### config.mk
export PLATFORM = sky130hd
export DESIGN_NAME = dcache_load_port
export DESIGN_NICKNAME = d
export VERILOG_FILES = /design/src/design/dcache_pkg.sv /design/src/design/dcache_load_port.sv
export SDC_FILE = /design/constraint.sdc
export NUM_CORES = 1
export LEC_CHECK = 0
export ABC_AREA = 1
export BUFFER_PORTS_ARGS = -buffer_cell sky130_fd_sc_hd__buf_4
export CAP_MARGIN = 20
export CORE_AREA = 4 4 85 87
export CTS_CLUSTER_SIZE = 10
export DETAILED_ROUTE_END_ITERATION = 10
export DIE_AREA = 0 0 89 91
export GPL_ROUTABILITY_DRIVEN = 1
export HOLD_SLACK_MARGIN = 0.08
export PLACE_DENSITY = 0.66
export SETUP_SLACK_MARGIN = 0.2
export SYNTH_ARGS = -nofsm -noshare
export SYNTH_HDL_FRONTEND = slang
export SYNTH_SLANG_ARGS = --single-unit
export TNS_END_PERCENT = 20
### constraint.sdc
create_clock -name clock -period 0.8 [get_ports clock]
set_input_delay 0.04 -clock clock [delete_from_list [all_inputs] [get_ports clock]]
set_output_delay 0.04 -clock clock [all_outputs]
set_load 0.01 [all_outputs]
### src/design/dcache_pkg.sv
`default_nettype none

package dcache_pkg;

  // address split is tag | index | byte offset
  localparam int addr_w   = 16;
  localparam int tag_w    = 8;
  localparam int index_w  = 5;
  localparam int offset_w = 3;
  localparam int lines    = 32;

  localparam int line_w         = 64;
  localparam int word_w         = 32;
  localparam int bytes_per_line = line_w / 8;

  // miss-status queue
  localparam int mshr_depth = 8;
  localparam int mshr_ptr_w = 3;

  // controller tags, zero means no response
  localparam int mem_tag_w = 4;

  typedef enum logic [1:0] {
    BUS_NONE  = 2'd0,
    BUS_LOAD  = 2'd1,
    BUS_STORE = 2'd2
  } bus_command_e;

  // one cache line, seen as two words or as eight bytes
  // word view for lane select, byte view for masked merge
  typedef union packed {
    logic [1:0][word_w-1:0]         words;
    logic [bytes_per_line-1:0][7:0] bytes;
  } cache_line_u;

endpackage

`default_nettype wire

### src/design/dcache_load_port.sv
`timescale 1ns/100ps
`default_nettype none

module dcache_load_port import dcache_pkg::*; (
  input  logic                  clock,
  input  logic                  reset,
  // core load request
  input  logic                  load_start,
  input  logic [addr_w-1:0]     load_addr,
  // array lookup result
  input  cache_line_u           rd_line,
  input  logic                  rd_valid,
  // from the miss queue
  input  logic [mshr_depth-1:0] pending_store_hit,
  input  logic                  retire_load,
  input  cache_line_u           retire_line,
  input  logic                  retire_offset,
  // to the core
  output logic                  load_hit,
  output logic [word_w-1:0]     load_data,
  output logic                  load_miss,
  output logic                  broadcast_valid,
  output logic [word_w-1:0]     broadcast_data
);

  // entries holding a store miss to the block of the waiting load
  logic [mshr_depth-1:0] hazard_q;
  logic                  hazard;

  // capture at start, then only ever shrink as those entries retire
  always_ff @(posedge clock) begin
    if (reset) begin
      hazard_q <= '0;
    end else if (load_start) begin
      hazard_q <= pending_store_hit;
    end else begin
      hazard_q <= hazard_q & pending_store_hit;
    end
  end

  // on the start cycle the register is not loaded yet
  assign hazard = load_start ? |pending_store_hit : |hazard_q;

  assign load_data = rd_line.words[load_addr[offset_w-1]];  // bit 2 picks the word
  assign load_hit  = rd_valid && !hazard;

  // blocked loads wait for the store miss and are not queued
  assign load_miss = load_start && !rd_valid && !hazard;

  // completion of a queued load, in the refill cycle
  assign broadcast_valid = retire_load;
  assign broadcast_data  = retire_line.words[retire_offset];

endmodule

`default_nettype wire

==> results.cfg <==
[synth]
ys_types = 17
synth.area.top_cells = mux2_4 66%, dfxtp_1 12%, buf_6 6.6%
synth_nets = 276
synth_top_area_share_pct = 65.6
syn-mean-instance-area_um2 = 11.6
yosysTopAreaCell = mux2_4
ys_seq_area_share_pct = 11.7
synth-seq-cells = 8
syn-cell-area_mm2 = 0.00137
yosysWarnings = 0
syn_inst = 118

[floorplan]
die_area_mm2 = 0.00810
die_w_um = 89
start_util_pct = 21.6
core_mm2 = 0.00635
ios = 225
rows = 29
die_h_um = 91

[grt]
grt_pass1_wl_um = 9700
grt_max_degree = 17
grt_pass1_vias = 1832
grt_util_all_layers_pct = 15.7
antenna_found_initial = 0
grt_overflow = 0

[final_layout]
final_cell_mix = 141 x buf_4, 68 x buf_6, 64 x mux2_4
regMostFlops = hazard_q
largest_register_ffs = 8
fin_area_mm2 = 0.00353
nets = 491
layout-drive-gt1-share_pct = 94.0
n_antenna_cell = 0
final_common_cell = buf_4
area_growth_pct = 157
largest_registers = hazard_q x8

[hold_path]
hold_class = in -> reg
whs_path_depth = 2

[sta]
fin_crit_ns = 1.16
max-slew-margin-rel_pct = 89.7
skew_ns = 0
post-route-period-util_pct = 145
finalSetupViolations = 1
drv_slew = 0
worstMarginPinSlew_ns = 0.154
finalSetupTns_ns = -0.362
hold_violations = 0
fmaxAchievable_ghz = 0.861
fin_ws_ns = -0.362
rsz0062_at_grt = yes

[power_and_ir_drop]
p_comb_share_pct = 69.2
switchingPower_mw = 0.812
switching_share_pct = 27.4
seqPwrFrac_pct = 14.6
p_leak_nw = 1.89
ir_drop_v = 0.000738
powerDensity_mw_per_mm2 = 841
internal_power_mw = 2.16
p_clk_share_pct = 16.2

[clocking]
root_buffer = clkbuf_8
clk_path_buf_depth = 2
cts_sinks = 8
cts_buffers = 3
cts.clk_slew.worst_paths_ns = 0.04
postCtsSetupRepairBufs = 0
cts-htree-levels = 1
clk_latency_ns = 0.23
tritoncts = yes

[worst_setup_path]
cp-end-kind = primary output
cp_max_fo = 2
startpoint_type = register
crit_required_ns = 0.76
worstPathArrival_ns = 1.12
timing_worst_setup_path_type = reg -> out
rr_worst_depth = 3

[placed_design]
placed_area_mm2 = 0.00306
io_buffers = 207
gp_congestion = 0.810
hpwlAfterDp_um = 6060

[routing]
route.detailed.drc = 0
finalWirelength_um = 7350
drt_iter0_drc = 24
wire_per_inst_um = 18.0
first_pass_iters = 4
ant_nets = 0
vias = 1768
vias_per_cell = 4.33

[run_status]
violations = negative setup slack
status = finished with violations

[job]
cap_violations = 0
-- Yosys cell counts (all sizes together) --
master	count
o21ai	4
a211oi	1
nor3	3
inv	6
mux2	64
nor2	17
nor3b	1
nand3	3
nand2	1
dfxtp	8
clkbuf	1
buf	9
-- power by group through the flow --
stage	Sequential (mW)	Combinational (mW)	Clock, mW
after floorplan	0.432	0.754	0
after global placement	0.433	1.73	0
after detailed placement	0.435	1.75	0
after CTS	0.430	2.02	0.496
after global routing	0.435	2.17	0.519
final	0.433	2.06	0.481
-- layer usage --
metal	track usage, %	part of all wire, %
met3	4.52	10
met4	6.33	3.8
met2	31.6	57
met5	0	0
met1	13.8	29
-- logic make-up after synthesis --
group / after synthesis / synth area share, %
flops: 8 / 11.7
compound gates: 5 / 2.01
buf+inv: 16 / 9.02
simple gates: 25 / 8.39
mux: 64 / 68.9
-- what timing repair did --
action / 4_1_cts / 5_1_grt
gates cloned: 1 / 1
pin swaps: 4 / 16
gates resized for setup: 93 / 19
hold endpoints to repair: 8 / 8
setup endpoints to repair: 71 / 73
-- path summary, 6_finish.rpt --
| check | slack (ns) | from | endpoint |
|---|---|---|---|
| worst max-delay path | -0.36 | hazard_q[5] | load_hit |
| worst min register to register | 0.48 | hazard_q[4] | hazard_q[4] |
| worst max register to register | 0.09 | hazard_q[7] | hazard_q[7] |
| worst min-delay path | 0.03 | reset | hazard_q[7] |
-- cell type report --
class	instances	area (um2)
clock buffer	3	41.3
fill	548	2820
inverter	6	27.5
multi-input combinational	94	1160
sequential	8	166
tap	77	96.3
timing repair buffer	220	2040
-- critical path, cell delays in order, from the launching register on --
cell     delay, ns
dfxtp_1       0.30
nor2_2        0.12
nand3_1       0.08
nor2_1        0.13
nor2_1        0.06
nor2_2        0.10
buf_6         0.11
-- through the flow --
step	util (%)	cells	hold WS (ns)	power, mW	setup WS [ns]
3_5_place_dp	48.1	403	0.0801	2.19	-0.132
2_1_floorplan	-	118	0.134	1.19	0.0300
4_1_cts	54.2	407	0.0238	2.94	-0.386
3_3_place_gp	48.1	403	0.0801	2.16	-0.0904
6_report	55.6	408	0.0347	2.97	-0.362
5_1_grt	55.6	408	0.0304	3.12	-0.441
No activity file was read; power rests on OpenSTA's default activity.
