==> config.mk <==
export PLATFORM = sky130hd
export DESIGN_NAME = dcache_array
export DESIGN_NICKNAME = d
export VERILOG_FILES = /design/src/design/dcache_pkg.sv /design/src/design/dcache_array.sv
export SDC_FILE = /design/constraint.sdc
export NUM_CORES = 2
export LEC_CHECK = 0
export BUFFER_PORTS_ARGS = -buffer_cell sky130_fd_sc_hd__buf_2
export CORE_MARGIN = 2
export CORE_UTILIZATION = 55
export CTS_CLUSTER_DIAMETER = 50
export CTS_CLUSTER_SIZE = 12
export DETAILED_ROUTE_END_ITERATION = 8
export PLACE_DENSITY_LB_ADDON = 0.08
export SETUP_SLACK_MARGIN = 0.2
export SLEW_MARGIN = 0
export SYNTH_ARGS = -nofsm -noshare
export SYNTH_HDL_FRONTEND = slang
export SYNTH_SLANG_ARGS = --single-unit
==> constraint.sdc <==
create_clock -name clock -period 4.4 [get_ports clock]
set_clock_uncertainty 0.2 [all_clocks]
set_input_delay 0.22 -clock clock [delete_from_list [all_inputs] [get_ports clock]]
set_output_delay 0.22 -clock clock [all_outputs]
set_load 0.02 [all_outputs]
==> src/design/dcache_pkg.sv <==
`default_nettype none

package dcache_pkg;

  // address split is tag | index | byte offset
  localparam int addr_w   = 16;
  localparam int tag_w    = 8;
  localparam int index_w  = 5;
  localparam int offset_w = 3;
  localparam int lines    = 32;

  localparam int line_w         = 64;
  localparam int word_w         = 32;
  localparam int bytes_per_line = line_w / 8;

  // miss-status queue
  localparam int mshr_depth = 8;
  localparam int mshr_ptr_w = 3;

  // controller tags, zero means no response
  localparam int mem_tag_w = 4;

  typedef enum logic [1:0] {
    BUS_NONE  = 2'd0,
    BUS_LOAD  = 2'd1,
    BUS_STORE = 2'd2
  } bus_command_e;

  // one cache line, seen as two words or as eight bytes
  // word view for lane select, byte view for masked merge
  typedef union packed {
    logic [1:0][word_w-1:0]         words;
    logic [bytes_per_line-1:0][7:0] bytes;
  } cache_line_u;

endpackage

`default_nettype wire

==> src/design/dcache_array.sv <==
`timescale 1ns/100ps
`default_nettype none

module dcache_array import dcache_pkg::*; (
  input  logic                  clock,
  input  logic                  reset,
  // load lookup
  input  logic [addr_w-1:0]     load_addr,
  output cache_line_u           rd_line,
  output logic                  rd_valid,
  // store port
  input  logic                  store_valid,
  input  logic [addr_w-1:0]     store_addr,
  input  logic [word_w-1:0]     store_data,
  input  logic [word_w/8-1:0]   store_bytes,
  output logic                  store_miss,
  output cache_line_u           store_line,
  output logic [bytes_per_line-1:0] store_mask,
  // refill from the miss queue
  input  logic                  refill_valid,
  input  logic [index_w-1:0]    refill_index,
  input  logic [tag_w-1:0]      refill_tag,
  input  cache_line_u           refill_line,
  input  logic                  refill_dirty,
  // dirty line pushed out by the refill
  output logic                  victim_valid,
  output logic [addr_w-1:0]     victim_addr,
  output cache_line_u           victim_line
);

  logic [tag_w-1:0] tag_mem [lines];
  cache_line_u      data_mem [lines];
  logic [lines-1:0] valid;
  logic [lines-1:0] dirty;

  logic [index_w-1:0] ld_index;
  logic [tag_w-1:0]   ld_tag;
  logic [index_w-1:0] st_index;
  logic [tag_w-1:0]   st_tag;
  logic               st_present;
  logic               store_hit;
  logic               refill_keep;

  assign {ld_tag, ld_index} = load_addr[addr_w-1:offset_w];
  assign {st_tag, st_index} = store_addr[addr_w-1:offset_w];

  assign rd_line  = data_mem[ld_index];
  assign rd_valid = valid[ld_index] && (tag_mem[ld_index] == ld_tag);

  // place the word and its mask in the half picked by addr bit 2
  always_comb begin
    store_line = '0;
    store_line.words[store_addr[offset_w-1]] = store_data;
    if (store_addr[offset_w-1]) begin
      store_mask = {store_bytes, {(word_w/8){1'b0}}};
    end else begin
      store_mask = {{(word_w/8){1'b0}}, store_bytes};
    end
  end

  assign st_present = valid[st_index] && (tag_mem[st_index] == st_tag);

  // a store into the line being refilled goes to the queue instead
  assign store_hit  = store_valid && st_present &&
                      !(refill_valid && (refill_index == st_index));
  assign store_miss = store_valid && !store_hit;

  // line already holds this block (duplicate load miss), keep the newer copy
  assign refill_keep = valid[refill_index] && (tag_mem[refill_index] == refill_tag) &&
                       !refill_dirty;

  assign victim_valid = refill_valid && valid[refill_index] && dirty[refill_index] &&
                        (tag_mem[refill_index] != refill_tag);
  assign victim_line  = data_mem[refill_index];
  assign victim_addr  = {tag_mem[refill_index], refill_index, {offset_w{1'b0}}};

  // tag and data storage
  always_ff @(posedge clock) begin
    if (store_hit) begin
      for (int j = 0; j < bytes_per_line; j++) begin
        if (store_mask[j]) data_mem[st_index].bytes[j] <= store_line.bytes[j];
      end
    end
    if (refill_valid) begin
      tag_mem[refill_index] <= refill_tag;
      if (!refill_keep) data_mem[refill_index] <= refill_line;
    end
  end

  always_ff @(posedge clock) begin
    if (reset) begin
      valid <= '0;  // every line invalid after reset
      dirty <= '0;
    end else begin
      if (store_hit) dirty[st_index] <= 1'b1;
      if (refill_valid) begin
        valid[refill_index] <= 1'b1;
        if (!refill_keep) dirty[refill_index] <= refill_dirty;
      end
    end
  end

endmodule

`default_nettype wire

==> run metrics <==
clock net sink count 2368; total of fill cells in the finished design 18346; non-filler cells in the finished layout ~13000; detailed placement HPWL 370000 microns; largest net degree at the start of global routing between 100 and 150; GRT Total Usage 0.410; max-cap viol count 0; number of nets in the finished design 9233; Wirelength per Cell 43.2 microns; share of synthesized area occupied by flip-flops and latches 0.486; worst-path cell with the longest stage delay sky130_fd_sc_hd__a211oi_4; Critical Path Source Type flip-flop; Synth warnings 0; share of post-route cells with drive strength above 1 0.567; Placed Cells between 10000 and 15000; delay of the slowest critical-path stage roughly 450 ps; cell with the most instances after synthesis sky130_fd_sc_hd__edfxtp_1; number of buffers inserted during clock tree synthesis roughly 320; number of endpoints with negative hold slack in the final report 0; number of I/O pins 369; final routed DRC violation total 402; leading cell types by total area after synthesis sky130_fd_sc_hd__edfxtp_1 48%, sky130_fd_sc_hd__mux4_2 20%, sky130_fd_sc_hd__mux2_4 12%; total of flip-flops plus latches after synthesis 2368; kind of capture point of the worst setup path output port; RSZ-0062 raised after global routing yes; Worst Path Class, Setup reg -> out; initial antenna violation count between 80 and 90; TritonRoute pass-1 iters 9; cells traversed along the worst timing path mux2i_1 > o22ai_1 > nor4_1 > buf_4 > and3_1 > nor4_4 > buf_4 > and4_4 > buf_4 > a211oi_4 > buf_4; std cell rows 188; most common cell type on the critical path sky130_fd_sc_hd__buf_4; Async SR Flop Fraction 0; total standard cell area after synthesis 145000 sq um; worst hold slack across all endpoints 99.0 ps; highest clock frequency the design can meet 0.235 GHz; post-synthesis cell type count 59; iteration-0 DRC count of the detailed router 15760; floorplan die area 268000 sq um; number of enable flip-flop cells after synthesis between 2000 and 2500; antenna viol nets, final 0; Worst IR Drop VDD 441 uV; top cells by count, synth 2304 x sky130_fd_sc_hd__edfxtp_1, 1272 x sky130_fd_sc_hd__mux4_2, 1205 x sky130_fd_sc_hd__mux2_4, 897 x sky130_fd_sc_hd__mux2_2, 707 x sky130_fd_sc_hd__clkbuf_1; leakage power between 50 and 60 nW; via count normalized by instance count 7.37; placeable core region approximately 260000 sq um; CTS root buffer sky130_fd_sc_hd__clkbuf_16; Period minus WS final 4260 ps; number of vias after detailed routing 95071; violated checks DRC; Syn Inst Count ~8600; fin. max-slew vios 0; Remaining Overflow, GRT 0; Worst Max-Slew Pin Slew 1470 ps; Initial Util 0.553; TritonCTS clock tree done; layout-stage area growth over the synthesis result 16.9%; maximum level of the CTS H-tree 5; wire length reported by the detailed router 557000 microns; maximum net fanout on the critical path 8; die height 518 microns; final worst-path cycle share 0.969; Final setup violation count 0; wire length of the first global-routing pass 763000 microns; global placement routability congestion 1.02; worst-case clock buffer depth 4; area share of the leading cell type in the synthesized netlist 0.477; clock latency on the worst-skew pair a little under 1000 ps; Required @ worst endpoint 3980 ps; clock-pin slew on the worst setup and hold paths approximately 60 ps; arrival time of the worst setup path roughly 3800 ps; Hold Crit Class in -> reg; biggest area consumer among synthesized cells sky130_fd_sc_hd__edfxtp_1; number of port buffers 360; fraction of the core area covered by cells at the end of the flow 0.646; Worst slew margin 0.0230; average cell area after synthesis 16.9 sq um; Die Span X 518 microns; most instantiated flip-flop cell in the synthesis netlist sky130_fd_sc_hd__edfxtp_1; Power Dens Cells 341 nW/um^2; run status finished, violations left; via count of the first global-routing pass 93095
## cell usage in the layout, fill, tap and decap left out, types with 25 or more instances in the layout
cell	instances
sky130_fd_sc_hd__o21bai_2	65
sky130_fd_sc_hd__a22oi_1	256
sky130_fd_sc_hd__bufinv_16	25
sky130_fd_sc_hd__nand2_1	186
sky130_fd_sc_hd__nand4_1	69
sky130_fd_sc_hd__mux4_2	1272
sky130_fd_sc_hd__a31oi_1	25
sky130_fd_sc_hd__nand2b_1	29
sky130_fd_sc_hd__clkbuf_16	321
sky130_fd_sc_hd__clkinvlp_4	34
sky130_fd_sc_hd__mux2_4	1205
sky130_fd_sc_hd__buf_4	448
sky130_fd_sc_hd__dlygate4sd3_1	79
sky130_fd_sc_hd__nor2b_2	30
sky130_fd_sc_hd__edfxtp_1	2304
sky130_fd_sc_hd__mux2_2	897
sky130_fd_sc_hd__a211oi_1	25
sky130_fd_sc_hd__buf_12	461
sky130_fd_sc_hd__dfxtp_1	64
sky130_fd_sc_hd__inv_6	27
sky130_fd_sc_hd__o22ai_1	129
sky130_fd_sc_hd__mux2i_1	247
sky130_fd_sc_hd__nor2_1	135
sky130_fd_sc_hd__buf_2	350
sky130_fd_sc_hd__and2_1	35
sky130_fd_sc_hd__diode_2	77
sky130_fd_sc_hd__clkinv_2	25
sky130_fd_sc_hd__nor4_1	29
sky130_fd_sc_hd__o21bai_1	191
sky130_fd_sc_hd__clkbuf_1	29
sky130_fd_sc_hd__clkinv_1	36
## kinds of logic after synthesis
family,count (synthesis),synth area share
other cells,1,0.0000259
xor+xnor,21,0.00127
mux,3637,0.410
flops,2368,0.486
compound gates,766,0.0390
buf+inv,1179,0.0420
simple gates,610,0.0217
## worst max-delay path: cells and delay by family (launching register included)
| kind | cells | cell delay [ps] |
|---|---|---|
| AOI/OAI and AO/OA | 2 | 570 |
| DFF | 1 | 410 |
| buffers and inverters | 4 | 760 |
| muxes | 1 | 220 |
| and+or+nand+nor | 4 | 900 |
## metal layers
metal / GRT usage / vias up / routed length, microns
li1: - / 36239 / -
met1: 0.536 / 49679 / 198000
met2: 0.605 / 7425 / 247000
met3: 0.131 / 1670 / 73600
met4: 0.231 / 58 / 37300
met5: 0.0148 / - / 563
## final cells by class
class,instances,area (sq um),area share
Multi-Input combinational cell,5037,69200,0.408
Tap cell,3515,4400,0.0259
Sequential cell,2368,70500,0.416
Clock buffer,350,8140,0.0480
Timing Repair Buffer,1347,15300,0.0900
Antenna cell,77,193,0.00114
Clock inverter,186,1900,0.0112
Inverter,11,41.3,0.000244
## where the power goes
part | switching (mW) | total, mW | internal [mW]
sequential | 0.125 | 25.2 | 25.0
combinational | 4.02 | 7.28 | 3.26
clock | 10.5 | 25.4 | 14.9
## registers in the layout (all words and copies together), names as in the netlist
signal    flops
valid        32
tag_mem     256
dirty        32
data_mem   2048
## path summary, 6_finish.rpt
kind	start	endpoint	slack [ps]	depth (start not counted)
hold reg to reg	valid[25]$_SDFFE_PP0P_	valid[25]$_SDFFE_PP0P_	310	2
setup reg to reg	tag_mem[31][6]$_DFFE_PP_	data_mem[17][46]$_DFFE_PP_	220	14
hold / removal	store_data[15]	data_mem[17][47]$_DFFE_PP_	100	4
setup / recovery	tag_mem[31][6]$_DFFE_PP_	victim_valid	140	11
## metrics by stage
step	setup TNS, ps	total power, mW	setup slack (ps)	instance area, sq um
finish	0	57.8	138	170000
global route	0	58.9	102	169000
CTS	0	57.7	73.7	169000
detailed placement	-677540	32.7	-328	158000
global placement	-1029650	32.5	-424	158000
floorplan	0	30.1	548	145000
## what timing repair did
action	4_1_cts	5_1_grt
hold buffers	79	0
pin swaps	1	5
endpoints found under the setup margin	8	234
buffers inserted	1	7
resized for setup	6	10
endpoints found under the hold margin	2394	0
Note: power is estimated with default switching activity, not from simulation.
